[config.mk]
export PLATFORM = sky130hd
export DESIGN_NAME = csr_top
export DESIGN_NICKNAME = d
export VERILOG_FILES = /design/src/csr_pkg.sv /design/src/csr_exc_state.sv /design/src/csr_timer.sv /design/src/csr_int_ctrl.sv /design/src/csr_save_bank.sv /design/src/csr_rd_mux.sv /design/src/csr_top.sv
export VERILOG_INCLUDE_DIRS = /design/src /design/src/src
export SDC_FILE = /design/constraint.sdc
export NUM_CORES = 1
export LEC_CHECK = 0
export ABC_AREA = 1
export BUFFER_PORTS_ARGS = -buffer_cell sky130_fd_sc_hd__buf_2
export CORE_MARGIN = 2
export CORE_UTILIZATION = 45
export CTS_BUF_LIST = sky130_fd_sc_hd__clkbuf_4 sky130_fd_sc_hd__clkbuf_8
export DETAILED_ROUTE_END_ITERATION = 10
export PLACE_DENSITY_LB_ADDON = 0.12
export SYNTH_ARGS = -nofsm -noshare
export SYNTH_HDL_FRONTEND = slang
export SYNTH_SLANG_ARGS = --single-unit
export TNS_END_PERCENT = 100
[constraint.sdc]
create_clock -name clk -period 3.4 [get_ports clk]
set_input_delay 0.51 -clock clk [delete_from_list [all_inputs] [get_ports clk]]
set_output_delay 0.51 -clock clk [all_outputs]
set_load 0.005 [all_outputs]
[src/csr_cfg.svh]
`ifndef CSR_CFG_SVH
`define CSR_CFG_SVH

// datapath and CSR address widths
`define CSR_XLEN 32
`define CSR_NUM_W 14
`define CSR_ECODE_W 6
`define CSR_ESUBCODE_W 9

// pending and enable vectors, IS12..IS0 / LIE12..LIE0
`define CSR_INT_W 13
`define CSR_ECFG_WMASK 13'h1bff     // bit 10 reserved

`define CSR_SAVE_N 4

// countdown parks here when it is not running
`define CSR_TIMER_IDLE 32'hffff_ffff

`define CSR_CRMD_RESET 9'h008       // da=1, everything else clear
`define CSR_REG_RESET 32'h0000_0000

`define CSR_EENTRY_ALIGN 6          // low bits of eentry are zero
`define CSR_PC_STEP 32'd4

`define CSR_ASSERT_ON 1'b1

`endif

[src/csr_pkg.sv]
`default_nettype none

`include "csr_cfg.svh"

package csr_pkg;

  typedef enum logic [`CSR_NUM_W-1:0] {
    CSR_CRMD   = 14'h000,
    CSR_PRMD   = 14'h001,
    CSR_ECFG   = 14'h004,
    CSR_ESTAT  = 14'h005,
    CSR_ERA    = 14'h006,
    CSR_BADV   = 14'h007,
    CSR_EENTRY = 14'h00c,
    CSR_SAVE0  = 14'h030,
    CSR_SAVE1  = 14'h031,
    CSR_SAVE2  = 14'h032,
    CSR_SAVE3  = 14'h033,
    CSR_TID    = 14'h040,
    CSR_TCFG   = 14'h041,
    CSR_TVAL   = 14'h042,
    CSR_TICLR  = 14'h044
  } csr_num_e;

  typedef enum logic [`CSR_ECODE_W-1:0] {
    ECODE_INT = 6'h00,
    ECODE_ADE = 6'h08,  // address error, updates badv
    ECODE_ALE = 6'h09,  // misaligned access, updates badv
    ECODE_SYS = 6'h0b,
    ECODE_BRK = 6'h0c,
    ECODE_INE = 6'h0d
  } ecode_e;

  typedef struct packed {
    logic                 we;
    csr_num_e             num;
    logic [`CSR_XLEN-1:0] wvalue;
    logic [`CSR_XLEN-1:0] wmask;
  } csr_wr_t;

  typedef struct packed {
    logic                       ex;
    logic                       ertn;
    ecode_e                     ecode;
    logic [`CSR_ESUBCODE_W-1:0] esubcode;
    logic [`CSR_XLEN-1:0]       pc;
    logic [`CSR_XLEN-1:0]       badv;
    logic                       exc_if;  // fault raised at fetch
  } exc_req_t;

  // field order follows the architectural bit layout, msb first
  typedef struct packed {
    logic [1:0] datm;
    logic [1:0] datf;
    logic       pg;
    logic       da;
    logic       ie;
    logic [1:0] plv;
  } crmd_t;

  typedef struct packed {
    logic       pie;
    logic [1:0] pplv;
  } prmd_t;

  typedef struct packed {
    logic [`CSR_XLEN-3:0] initval;
    logic                 periodic;
    logic                 en;
  } tcfg_t;

  typedef struct packed {
    logic                 valid;
    logic [`CSR_XLEN-1:0] target;
  } redirect_t;

  function automatic logic [`CSR_XLEN-1:0] mask_merge(
    input logic [`CSR_XLEN-1:0] old_val,
    input logic [`CSR_XLEN-1:0] wvalue,
    input logic [`CSR_XLEN-1:0] wmask
  );
    return (wvalue & wmask) | (old_val & ~wmask);
  endfunction

endpackage

`default_nettype wire

[src/csr_exc_state.sv]
`default_nettype none

`include "csr_cfg.svh"

module csr_exc_state (
  input  logic                             clk,
  input  logic                             reset,
  input  csr_pkg::csr_wr_t                 csr_wr,
  input  csr_pkg::exc_req_t                exc_req,
  input  logic [`CSR_XLEN-1:0]             wb_pc,
  output csr_pkg::crmd_t                   crmd,
  output csr_pkg::prmd_t                   prmd,
  output csr_pkg::ecode_e                  ecode,
  output logic [`CSR_ESUBCODE_W-1:0]       esubcode,
  output logic [`CSR_XLEN-1:0]             era,
  output logic [`CSR_XLEN-1:0]             eentry,
  output logic [`CSR_XLEN-1:0]             badv,
  output csr_pkg::redirect_t               redirect
);

  logic                 wr_ok;
  logic                 addr_fault;
  logic [`CSR_XLEN-1:0] crmd_merged;
  logic [`CSR_XLEN-1:0] prmd_merged;
  logic [`CSR_XLEN-1:0] era_merged;
  logic [`CSR_XLEN-1:0] eentry_merged;

  // exception wins over ertn, ertn over a csr write
  assign wr_ok = csr_wr.we && !exc_req.ex && !exc_req.ertn;

  assign addr_fault = (exc_req.ecode == csr_pkg::ECODE_ADE) ||
                      (exc_req.ecode == csr_pkg::ECODE_ALE);

  assign crmd_merged   = csr_pkg::mask_merge(`CSR_XLEN'(crmd), csr_wr.wvalue, csr_wr.wmask);
  assign prmd_merged   = csr_pkg::mask_merge(`CSR_XLEN'(prmd), csr_wr.wvalue, csr_wr.wmask);
  assign era_merged    = csr_pkg::mask_merge(era, csr_wr.wvalue, csr_wr.wmask);
  assign eentry_merged = csr_pkg::mask_merge(eentry, csr_wr.wvalue, csr_wr.wmask);

  always_ff @(posedge clk) begin
    if (reset) begin
      crmd <= csr_pkg::crmd_t'(`CSR_CRMD_RESET);
    end else if (exc_req.ex) begin
      crmd.plv <= 2'b00;  // enter kernel with ints off
      crmd.ie  <= 1'b0;
    end else if (exc_req.ertn) begin
      crmd.plv <= prmd.pplv;
      crmd.ie  <= prmd.pie;
    end else if (wr_ok && csr_wr.num == csr_pkg::CSR_CRMD) begin
      crmd <= crmd_merged[$bits(csr_pkg::crmd_t)-1:0];
    end
  end

  always_ff @(posedge clk) begin
    if (reset) begin
      prmd <= '0;
    end else if (exc_req.ex) begin
      prmd.pplv <= crmd.plv;
      prmd.pie  <= crmd.ie;
    end else if (wr_ok && csr_wr.num == csr_pkg::CSR_PRMD) begin
      prmd <= prmd_merged[$bits(csr_pkg::prmd_t)-1:0];
    end
  end

  always_ff @(posedge clk) begin
    if (reset) begin
      ecode    <= csr_pkg::ECODE_INT;
      esubcode <= '0;
      era      <= `CSR_REG_RESET;
      badv     <= `CSR_REG_RESET;
    end else if (exc_req.ex) begin
      ecode    <= exc_req.ecode;
      esubcode <= exc_req.esubcode;
      era      <= exc_req.pc;
      if (addr_fault) begin
        badv <= exc_req.exc_if ? exc_req.pc : exc_req.badv;
      end
    end else if (wr_ok && csr_wr.num == csr_pkg::CSR_ERA) begin
      era <= era_merged;
    end
  end

  always_ff @(posedge clk) begin
    if (reset) begin
      eentry <= `CSR_REG_RESET;
    end else if (wr_ok && csr_wr.num == csr_pkg::CSR_EENTRY) begin
      eentry <= {eentry_merged[`CSR_XLEN-1:`CSR_EENTRY_ALIGN], {`CSR_EENTRY_ALIGN{1'b0}}};
    end
  end

  assign redirect.valid  = exc_req.ex || exc_req.ertn;
  assign redirect.target = exc_req.ex   ? eentry :
                           exc_req.ertn ? era :
                           wb_pc + `CSR_PC_STEP;

  if (`CSR_ASSERT_ON) begin : g_assert
    // write-back retires one flush cause at a time
    a_ex_ertn_onehot: assert property (
      @(posedge clk) disable iff (reset) !(exc_req.ex && exc_req.ertn)
    );
  end

endmodule

`default_nettype wire

[src/csr_timer.sv]
`default_nettype none

`include "csr_cfg.svh"

module csr_timer (
  input  logic                 clk,
  input  logic                 reset,
  input  csr_pkg::csr_wr_t     csr_wr,
  output logic [`CSR_XLEN-1:0] tid,
  output csr_pkg::tcfg_t       tcfg,
  output logic [`CSR_XLEN-1:0] tval,
  output logic                 timer_expire
);

  logic                 wr_tid;
  logic                 wr_tcfg;
  logic [`CSR_XLEN-1:0] tcfg_next;
  logic [`CSR_XLEN-1:0] count;

  assign wr_tid  = csr_wr.we && csr_wr.num == csr_pkg::CSR_TID;
  assign wr_tcfg = csr_wr.we && csr_wr.num == csr_pkg::CSR_TCFG;

  // config as it will look after this write
  assign tcfg_next = csr_pkg::mask_merge(tcfg, csr_wr.wvalue, csr_wr.wmask);

  always_ff @(posedge clk) begin
    if (reset) begin
      tid <= `CSR_REG_RESET;
    end else if (wr_tid) begin
      tid <= csr_pkg::mask_merge(tid, csr_wr.wvalue, csr_wr.wmask);
    end
  end

  always_ff @(posedge clk) begin
    if (reset) begin
      tcfg <= '0;
    end else if (wr_tcfg) begin
      tcfg <= csr_pkg::tcfg_t'(tcfg_next);
    end
  end

  always_ff @(posedge clk) begin
    if (reset) begin
      count <= `CSR_TIMER_IDLE;
    end else if (wr_tcfg && tcfg_next[0]) begin
      count <= {tcfg_next[`CSR_XLEN-1:2], 2'b00};  // initval is in units of 4
    end else if (tcfg.en && count != `CSR_TIMER_IDLE) begin
      if (count == '0 && tcfg.periodic) begin
        count <= {tcfg.initval, 2'b00};
      end else begin
        count <= count - `CSR_XLEN'(1);  // one-shot wraps to idle
      end
    end
  end

  assign tval         = count;
  assign timer_expire = (count == '0);

  if (`CSR_ASSERT_ON) begin : g_assert
    // a one-shot count that hits zero parks at idle
    a_oneshot_idle: assert property (
      @(posedge clk) disable iff (reset)
      (tcfg.en && !tcfg.periodic && count == '0 && !wr_tcfg) |=>
        (count == `CSR_TIMER_IDLE)
    );
  end

endmodule

`default_nettype wire

[src/csr_int_ctrl.sv]
`default_nettype none

`include "csr_cfg.svh"

module csr_int_ctrl (
  input  logic                  clk,
  input  logic                  reset,
  input  csr_pkg::csr_wr_t      csr_wr,
  input  logic                  timer_expire,
  input  logic                  ie,
  output logic [`CSR_INT_W-1:0] ecfg_lie,
  output logic [`CSR_INT_W-1:0] estat_is,
  output logic                  has_int
);

  logic [`CSR_INT_W-1:0] lie_mask;
  logic [1:0]            is_sw;
  logic                  is_timer;

  // reserved lie bit never takes a write
  assign lie_mask = csr_wr.wmask[`CSR_INT_W-1:0] & `CSR_ECFG_WMASK;

  always_ff @(posedge clk) begin
    if (reset) begin
      ecfg_lie <= '0;
    end else if (csr_wr.we && csr_wr.num == csr_pkg::CSR_ECFG) begin
      ecfg_lie <= (csr_wr.wvalue[`CSR_INT_W-1:0] & lie_mask) | (ecfg_lie & ~lie_mask);
    end
  end

  always_ff @(posedge clk) begin
    if (reset) begin
      is_sw <= 2'b00;
    end else if (csr_wr.we && csr_wr.num == csr_pkg::CSR_ESTAT) begin
      is_sw <= (csr_wr.wvalue[1:0] & csr_wr.wmask[1:0]) | (is_sw & ~csr_wr.wmask[1:0]);
    end
  end

  always_ff @(posedge clk) begin
    if (reset) begin
      is_timer <= 1'b0;
    end else if (timer_expire) begin
      is_timer <= 1'b1;  // expiry beats a same-cycle clear
    end else if (csr_wr.we && csr_wr.num == csr_pkg::CSR_TICLR &&
                 csr_wr.wvalue[0] && csr_wr.wmask[0]) begin
      is_timer <= 1'b0;
    end
  end

  // ipi and hw lines are not wired in
  assign estat_is = {1'b0, is_timer, 1'b0, 8'b0, is_sw};

  assign has_int = ((estat_is & ecfg_lie) != '0) && ie;

endmodule

`default_nettype wire

[src/csr_save_bank.sv]
`default_nettype none

`include "csr_cfg.svh"

module csr_save_bank (
  input  logic                                   clk,
  input  logic                                   reset,
  input  csr_pkg::csr_wr_t                       csr_wr,
  output logic [`CSR_SAVE_N-1:0][`CSR_XLEN-1:0]  save
);

  for (genvar i = 0; i < `CSR_SAVE_N; i++) begin : g_save
    localparam logic [`CSR_NUM_W-1:0] SEL_NUM =
      `CSR_NUM_W'(csr_pkg::CSR_SAVE0) + `CSR_NUM_W'(i);

    logic [`CSR_XLEN-1:0] q;

    always_ff @(posedge clk) begin
      if (reset) begin
        q <= `CSR_REG_RESET;
      end else if (csr_wr.we && csr_wr.num == SEL_NUM) begin
        q <= csr_pkg::mask_merge(q, csr_wr.wvalue, csr_wr.wmask);
      end
    end

    assign save[i] = q;
  end

endmodule

`default_nettype wire

[src/csr_rd_mux.sv]
`default_nettype none

`include "csr_cfg.svh"

module csr_rd_mux (
  input  csr_pkg::csr_num_e                      num,
  input  csr_pkg::crmd_t                         crmd,
  input  csr_pkg::prmd_t                         prmd,
  input  logic [`CSR_INT_W-1:0]                  ecfg_lie,
  input  logic [`CSR_INT_W-1:0]                  estat_is,
  input  csr_pkg::ecode_e                        ecode,
  input  logic [`CSR_ESUBCODE_W-1:0]             esubcode,
  input  logic [`CSR_XLEN-1:0]                   era,
  input  logic [`CSR_XLEN-1:0]                   eentry,
  input  logic [`CSR_XLEN-1:0]                   badv,
  input  logic [`CSR_SAVE_N-1:0][`CSR_XLEN-1:0]  save,
  input  logic [`CSR_XLEN-1:0]                   tid,
  input  csr_pkg::tcfg_t                         tcfg,
  input  logic [`CSR_XLEN-1:0]                   tval,
  output logic [`CSR_XLEN-1:0]                   rd_value
);

  logic [`CSR_XLEN-1:0] estat_word;

  // esubcode 30:22, ecode 21:16, is 12:0
  assign estat_word = `CSR_XLEN'({esubcode, ecode, 3'b000, estat_is});

  always_comb begin
    case (num)
      csr_pkg::CSR_CRMD:   rd_value = `CSR_XLEN'(crmd);
      csr_pkg::CSR_PRMD:   rd_value = `CSR_XLEN'(prmd);
      csr_pkg::CSR_ECFG:   rd_value = `CSR_XLEN'(ecfg_lie);
      csr_pkg::CSR_ESTAT:  rd_value = estat_word;
      csr_pkg::CSR_ERA:    rd_value = era;
      csr_pkg::CSR_BADV:   rd_value = badv;
      csr_pkg::CSR_EENTRY: rd_value = eentry;
      csr_pkg::CSR_SAVE0:  rd_value = save[0];
      csr_pkg::CSR_SAVE1:  rd_value = save[1];
      csr_pkg::CSR_SAVE2:  rd_value = save[2];
      csr_pkg::CSR_SAVE3:  rd_value = save[3];
      csr_pkg::CSR_TID:    rd_value = tid;
      csr_pkg::CSR_TCFG:   rd_value = tcfg;
      csr_pkg::CSR_TVAL:   rd_value = tval;
      default:             rd_value = '0;  // ticlr is write-only
    endcase
  end

endmodule

`default_nettype wire

[src/csr_top.sv]
`default_nettype none

`include "csr_cfg.svh"

module csr_top (
  input  logic                 clk,
  input  logic                 reset,
  input  csr_pkg::csr_wr_t     csr_wr,
  input  csr_pkg::exc_req_t    exc_req,
  input  logic [`CSR_XLEN-1:0] wb_pc,
  output logic [`CSR_XLEN-1:0] rd_value,
  output csr_pkg::redirect_t   redirect,
  output logic [1:0]           plv,
  output logic                 has_int
);

  csr_pkg::crmd_t                        crmd;
  csr_pkg::prmd_t                        prmd;
  csr_pkg::ecode_e                       ecode;
  logic [`CSR_ESUBCODE_W-1:0]            esubcode;
  logic [`CSR_XLEN-1:0]                  era;
  logic [`CSR_XLEN-1:0]                  eentry;
  logic [`CSR_XLEN-1:0]                  badv;
  logic [`CSR_XLEN-1:0]                  tid;
  csr_pkg::tcfg_t                        tcfg;
  logic [`CSR_XLEN-1:0]                  tval;
  logic                                  timer_expire;
  logic [`CSR_INT_W-1:0]                 ecfg_lie;
  logic [`CSR_INT_W-1:0]                 estat_is;
  logic [`CSR_SAVE_N-1:0][`CSR_XLEN-1:0] save;

  csr_exc_state u_exc_state (
    .clk      (clk),
    .reset    (reset),
    .csr_wr   (csr_wr),
    .exc_req  (exc_req),
    .wb_pc    (wb_pc),
    .crmd     (crmd),
    .prmd     (prmd),
    .ecode    (ecode),
    .esubcode (esubcode),
    .era      (era),
    .eentry   (eentry),
    .badv     (badv),
    .redirect (redirect)
  );

  csr_timer u_timer (
    .clk          (clk),
    .reset        (reset),
    .csr_wr       (csr_wr),
    .tid          (tid),
    .tcfg         (tcfg),
    .tval         (tval),
    .timer_expire (timer_expire)
  );

  csr_int_ctrl u_int_ctrl (
    .clk          (clk),
    .reset        (reset),
    .csr_wr       (csr_wr),
    .timer_expire (timer_expire),
    .ie           (crmd.ie),
    .ecfg_lie     (ecfg_lie),
    .estat_is     (estat_is),
    .has_int      (has_int)
  );

  csr_save_bank u_save_bank (
    .clk    (clk),
    .reset  (reset),
    .csr_wr (csr_wr),
    .save   (save)
  );

  csr_rd_mux u_rd_mux (
    .num      (csr_wr.num),
    .crmd     (crmd),
    .prmd     (prmd),
    .ecfg_lie (ecfg_lie),
    .estat_is (estat_is),
    .ecode    (ecode),
    .esubcode (esubcode),
    .era      (era),
    .eentry   (eentry),
    .badv     (badv),
    .save     (save),
    .tid      (tid),
    .tcfg     (tcfg),
    .tval     (tval),
    .rd_value (rd_value)
  );

  assign plv = crmd.plv;

endmodule

`default_nettype wire

==> results of run 1 <==
[where the power goes]
part / leakage, nW / switching (mW) / internal [mW] / total [mW]
clock network: 0.772 / 2.00 / 2.61 / 4.61
registers: 2.88 / 0.0517 / 4.22 / 4.28
logic: 6.73 / 0.663 / 0.246 / 0.909
total: 10.4 / 2.71 / 7.08 / 9.79
[layout make-up]
class	count	area [µm²]	share of cell area, %
Antenna cell	8	20.02	0.08329
Clock buffer	114	1413	5.877
Clock inverter	5	35.03	0.1458
Inverter	262	988.4	4.113
Multi-Input combinational cell	2550	11720	48.74
Sequential cell	356	7127	29.65
Tap cell	600	750.7	3.124
Timing Repair Buffer	331	1986	8.262
[critical path: cells and delay by family]
| family | cells | cell delay (ns) |
|---|---|---|
| simple gates | 8 | 1.44 |
| buf+inv | 4 | 0.61 |
[metrics by stage]
step	utilization [%]	setup WS (ns)	power, mW
3_5_place_dp	49.51	0.4465	5.250
4_1_cts	52.69	0.4333	9.776
3_3_place_gp	49.51	0.4267	5.239
6_report	52.73	0.2852	9.792
5_1_grt	52.72	0.2209	10.08
2_1_floorplan	-	1.138	4.807
[cell usage in the layout, fill, tap and decap left out, drive strengths merged, types with 5 or more instances in the layout]
cell and count:
nand4 71, o31ai 26, nor2 386, inv 264, nor3 12, nand2 875, nand3b 5, a21oi 287
dfxtp 356, o211ai 11, nand3 365, xor2 14, o21ai 436, a31oi 33, diode 8, buf 331
xnor2 5, clkbuf 114
[routing by layer]
layer  up-vias  GRT usage, %
li1      11585             -
met4         2         31.78
met5         -             0
met1     11781         48.57
met3       407         9.397
met2      1467         66.37
[worst paths after layout]
check             slack [ns]                         start                                   end
setup / recovery        0.29                    csr_wr[68]                          rd_value[14]
hold / removal          0.06                   exc_req[68]  u_exc_state.esubcode[3]$_SDFFE_PP0P_
setup reg to reg        0.83  u_timer.tval[0]$_SDFFE_PP1P_         u_timer.tval[30]$_SDFFE_PP1P_
hold reg to reg         0.46                          flop                                  flop
[cell families after synthesis]
group                    share of synthesized area, %
adder cells (fa/ha/maj)                        0.2402
AND/OR/NAND/NOR                                 34.89
buffers and inverters                           9.679
AO/OA/AOI/OAI                                   20.19
flip-flops                                      34.20
XOR/XNOR                                       0.7986
==> flow_summary.toml, run 1 <==
[floorplan]
design.die.area_um2 = 48040
io_pins = 263
die_y_um = 219.2
start_util_pct = 45.72
rows = 78
core_area_um2 = 45580
die_w_um = 219.2

[placement]
io_buffers = 262
place.gp.congestion = 1.022
dp_cells = 4099
place_area_um2 = 22570
dp_hpwl_mm = 72.61

[cells_and_area]
fill_cells = 4677
drive_above_1_share_pct = 13.65
final_cells = 4226
area_growth_pct = 15.34
num-nets-final = 3769
fin_area_um2 = 24030

[setup_path]
path_max_fanout = 28
start_kind = "primary input"
endpoint_kind = "primary output"
cp.arrival_ns = 2.60
cp_common_cell = "nand2_1"
path_cells = "buf_2, inv_1, nand2_1, nor3_1, nand2_1, nor2_2, buf_12, nand2_1, nand2_1, nor2_1, nand3_1, buf_2"
path_class = "primary input to primary output"
cp_slowest_cell = "nor3_1"
r2r_cells = 11
cp_slowest_stage_delay_ns = 0.41
crit_required_ns = 2.89

[sta]
tightestPinTransition_ns = 1.088
slew_headroom_pct = 27.46
final_hold_viol_count = 0
rsz0062_at_grt = "no"
fmax_mhz = 321.0
finalMaxSlewViolations = 0
finalSetupViolations = 0
finalCritPeriodShare_pct = 91.61
hold_slack_ns = 0.05867
finalSetupTns_ns = 0
fin_skew_ns = 0.02209
layout_min_cycle_time_ns = 3.115

[synth]
synth_area_per_cell_um2 = 6.130
syn-num-nets = 3598
yosys_register_bits = 356
post_synth_inst_count = 3399
synth_cell_types = 39
syn_area_um2 = 20840
synth_largest_area_cell = "dfxtp_1"
yosysWarnings = 0
synthTopCellsByCount = "nand2_1 (868), o21ai_0 (391), nor2_1 (369), nand3_1 (365), dfxtp_1 (356)"
synth_most_common_cell = "nand2_1"
synth_ff_type = "dfxtp_1"
synth_area_leaders = "dfxtp_1 (34%), nand2_1 (16%), o21ai_0 (9.4%), nand3_1 (8.8%), a21oi_1 (6.9%)"
seq_area_frac_synth_pct = 34.20
synth-async-reset-ratio_pct = 0
synth_edf_count = 0
yosysTopAreaCellShare_pct = 34.20

[detailed_routing]
dr.first_iter.drc_count = 3140
viasPerCell = 5.973
drc = 0
top_layer = "met5"
met1_length_mm = 37.73
wl_per_cell_um = 24.03
dr_total_vias = 25242
route.met3.wl_mm = 9.328
ant_nets = 0
dr.pass1.iters = 9
met2_length_mm = 45.66
wirelength_mm = 101.5

[cts]
clk_latency_ns = 0.67
htree_levels = 3
clockBufferDepth = 3
post_cts_resized = 0
clock-sinks = 356
cts_tree = "built"
path_clk_slew_ns = 0.05
root_buffer = "clkbuf_8"
cts_setup_buffers = 0
cts-buffers-inserted = 69
cts_hold_buf = 0

[power]
ir_worst_vdd_mv = 0.3667
power_density_nw_per_um2 = 407.4
leakage_nw = 10.38

[global_route]
grt_pass1_wl_mm = 147.4
grtUsageTotal_pct = 41.60
grt_overflow = 0
grt_max_degree = 215
grt_pass1_vias = 23534
antenna_found_initial = 10

[flow_run]
maxCapViolations = 0

[run_status]
outcome = "finished clean"

[worst_hold_path]
worstHoldPathCells = 3
worst_hold_path_type = "primary input to flop"
No activity file was read; power rests on OpenSTA's default activity.
==> run 2, diff against run 1 <==
--- a/config.mk
+++ b/config.mk
@@ -6,7 +6,7 @@
 export SDC_FILE = /design/constraint.sdc
 export NUM_CORES = 1
 export LEC_CHECK = 0
-export ABC_AREA = 1
+export ABC_AREA = 0
 export BUFFER_PORTS_ARGS = -buffer_cell sky130_fd_sc_hd__buf_2
 export CORE_MARGIN = 2
 export CORE_UTILIZATION = 45
==> run 2 against run 1 <==
Against the previous run: global-route usage is 7.6 points lower; total power fell by 6.4%; synthesized cell count decreased by 23%; non-clock buffer count grew 18; synthesized area down 5.2%; final cell count down 20%; clock skew shrank 0.0025 ns; sequential cell count did not move; sequential power hardly changed; sequential share of layout area increased by 1.5 points; maximum frequency shrank 4.2%; via count is 16% lower; critical path type unchanged; critical endpoint is now rd_value[31].
==> flow_summary.toml, run 2 <==
[placement]
io_buffers = 262
dp_hpwl_mm = 56.16
preCtsSetupSlack_ns = 0.05366
place.gp.congestion = 1.023

[setup_path]
cp_slowest_stage_delay_ns = 0.69
r2r_start = "u_timer.tval[1]$_SDFFE_PP1P_"
endpoint_kind = "primary output"
cp_common_cell = "buf_2"
crit_buf_inv = 3
start_kind = "primary input"
path_max_fanout = 22
cp-startpoint = "csr_wr[64]"
critPathTopFamily = "compound AO/OA/AOI/OAI gates"
crit_required_ns = 2.89
path_cells = "buf_2, buf_12, mux2_2, a222oi_1, nor2_2, a221oi_2, o211ai_1, buf_2"
cp.arrival_ns = 2.74
cp_slowest_cell = "a222oi_1"
path_class = "primary input to primary output"

[cts]
clock-sinks = 356
root_buffer = "clkbuf_8"
path_clk_slew_ns = 0.06
cts-buffers-inserted = 60
clockBufferDepth = 3
cts_tree = "built"
clk_latency_ns = 0.69
htree_levels = 2
cts_hold_buf = 0
cts_setup_buffers = 0

[detailed_routing]
wl_per_cell_um = 23.56
viasPerCell = 6.248
ant_nets = 0
dr.pass1.iters = 8
wirelength_mm = 79.70
dr.first_iter.drc_count = 2773
dr_total_vias = 21138
drc = 0

[cells_and_area]
mostFrequentLayoutCells = "nand2_1 (524), dfxtp_1 (356), buf_2 (260), nand3_1 (249), a21oi_1 (245)"
layout_commonest_cell = "nand2_1"
area_growth_pct = 15.65
fill_cells = 4232
drive_above_1_share_pct = 18.89
utilization_pct = 52.93
multiInputGateArea_um2 = 11480
num-nets-final = 2954
regArea_um2 = 7127

[synth]
synth_top_family_by_area = "simple AND/OR/NAND/NOR gates"
synth_area_leaders = "dfxtp_1 (36%), nand2_1 (10%), nand3_1 (6.3%), mux2i_1 (6.3%), a21oi_1 (6.2%)"
synth_compound_area_share_pct = 21.31
synth_most_common_cell = "nand2_1"
synth_largest_area_cell = "dfxtp_1"
post_synth_inst_count = 2623
synth_area_per_cell_um2 = 7.533
synth_edf_count = 0
synthTopCellsByCount = "nand2_1 (524), dfxtp_1 (356), nand3_1 (249), a21oi_1 (245), clkbuf_1 (222)"
seq_area_frac_synth_pct = 36.07
yosys.area_share.simple_pct = 25.75
synth.mux.area_fraction_pct = 8.960
synth_ff_type = "dfxtp_1"
syn_area_um2 = 19760
synth_cell_types = 72
synth-async-reset-ratio_pct = 0
yosys_register_bits = 356
synth_adder_area_share_pct = 0.2533
synth_xor_area_share_pct = 1.418
yosysWarnings = 0
yosysTopAreaCellShare_pct = 36.07
syn-num-nets = 2822

[sta]
finalCritPeriodShare_pct = 95.64
slew_headroom_pct = 26.80
layout_min_cycle_time_ns = 3.252
tightestPinTransition_ns = 1.098
rsz0062_at_grt = "no"
fin_skew_ns = 0.01958
finalSetupViolations = 0
fmax_mhz = 307.5
finalMaxSlewViolations = 0
layout_setup_ws_ns = 0.1483
final_hold_viol_count = 0

[floorplan]
design.die.area_um2 = 45600
core_area_um2 = 43170
die_y_um = 213.5
die_w_um = 213.5
rows = 76
start_util_pct = 45.77
io_pins = 263

[power]
power_density_nw_per_um2 = 401.1
leakage_nw = 8.429
ir_worst_vdd_mv = 0.3262

[global_route]
antenna_found_initial = 6
grt_pass1_wl_mm = 117.3
grt_pass1_vias = 19257
grtUsageTotal_pct = 34.00
grt_overflow = 0
grt_max_degree = 114

[worst_hold_path]
hold_start = "exc_req[68]"
worst_hold_path_type = "primary input to flop"

[flow_run]
maxCapViolations = 0

[run_status]
outcome = "finished clean"
==> run 2: final cells by class <==
cell class	count	area share (%)
Antenna cell	3	0.03285
Clock buffer	93	5.136
Clock inverter	9	0.2628
Inverter	28	0.4599
Multi-Input combinational cell	1960	50.23
Sequential cell	356	31.19
Tap cell	585	3.203
Timing Repair Buffer	349	9.489
==> run 2: metal layers <==
metal	track usage [%]	part of all wire, %
met1	47.79	43
met4	12.88	3.1
met2	49.07	42
met3	9.798	12
met5	0	0.048
==> run 2: report_power, final <==
part           leakage, nW  total (mW)  switching, mW  internal [mW]
registers             2.88        4.25         0.0329           4.22
logic                 4.89       0.890          0.600          0.290
clock network        0.655        4.03           1.85           2.18
==> run 2: timing repair <==
action	in CTS	in global routing
resized for setup	0	3
hold endpoints to repair	0	0
endpoints found under the setup margin	0	1
==> run 2: tightest hold or removal path, stage by stage <==
cell	delay, ns
buf_2	0.07
mux2i_1	0.05
nor2_1	0.07
==> run 2: cells by family (layout without fill, tap and decap cells) <==
logic type | Yosys count | after routing
flops | 356 | 356
compound gates | 625 | 625
other cells | 0 | 3
mux | 164 | 164
buf+inv | 307 | 479
fa+ha+maj | 4 | 4
simple gates | 1135 | 1135
xor+xnor | 32 | 32
==> run 2: path summary, 6_finish.rpt <==
| kind | to | slack [ns] | depth (start not counted) |
|---|---|---|---|
| max | rd_value[31] | 0.15 | 8 |
| min | u_exc_state.esubcode[3]$_SDFFE_PP0P_ | 0.06 | 3 |
| max reg2reg | u_timer.tval[2]$_SDFFE_PP1P_ | 0.60 | 8 |
| min reg2reg | flop | 0.45 | 2 |
==> run 2: per-stage QoR <==
stage               total power [mW]  hold WS (ns)  std cells  cell area, µm²  TNS (ns)
floorplan                      4.809        0.4313       2623           19760         0
global placement               5.189        0.4373       3278           21600  -0.08961
detailed placement             5.201        0.4454       3278           21600         0
CTS                            9.189       0.02888       3380           22830         0
global route                   9.415       0.06278       3383           22850         0
finish                         9.166       0.06387       3383           22850         0
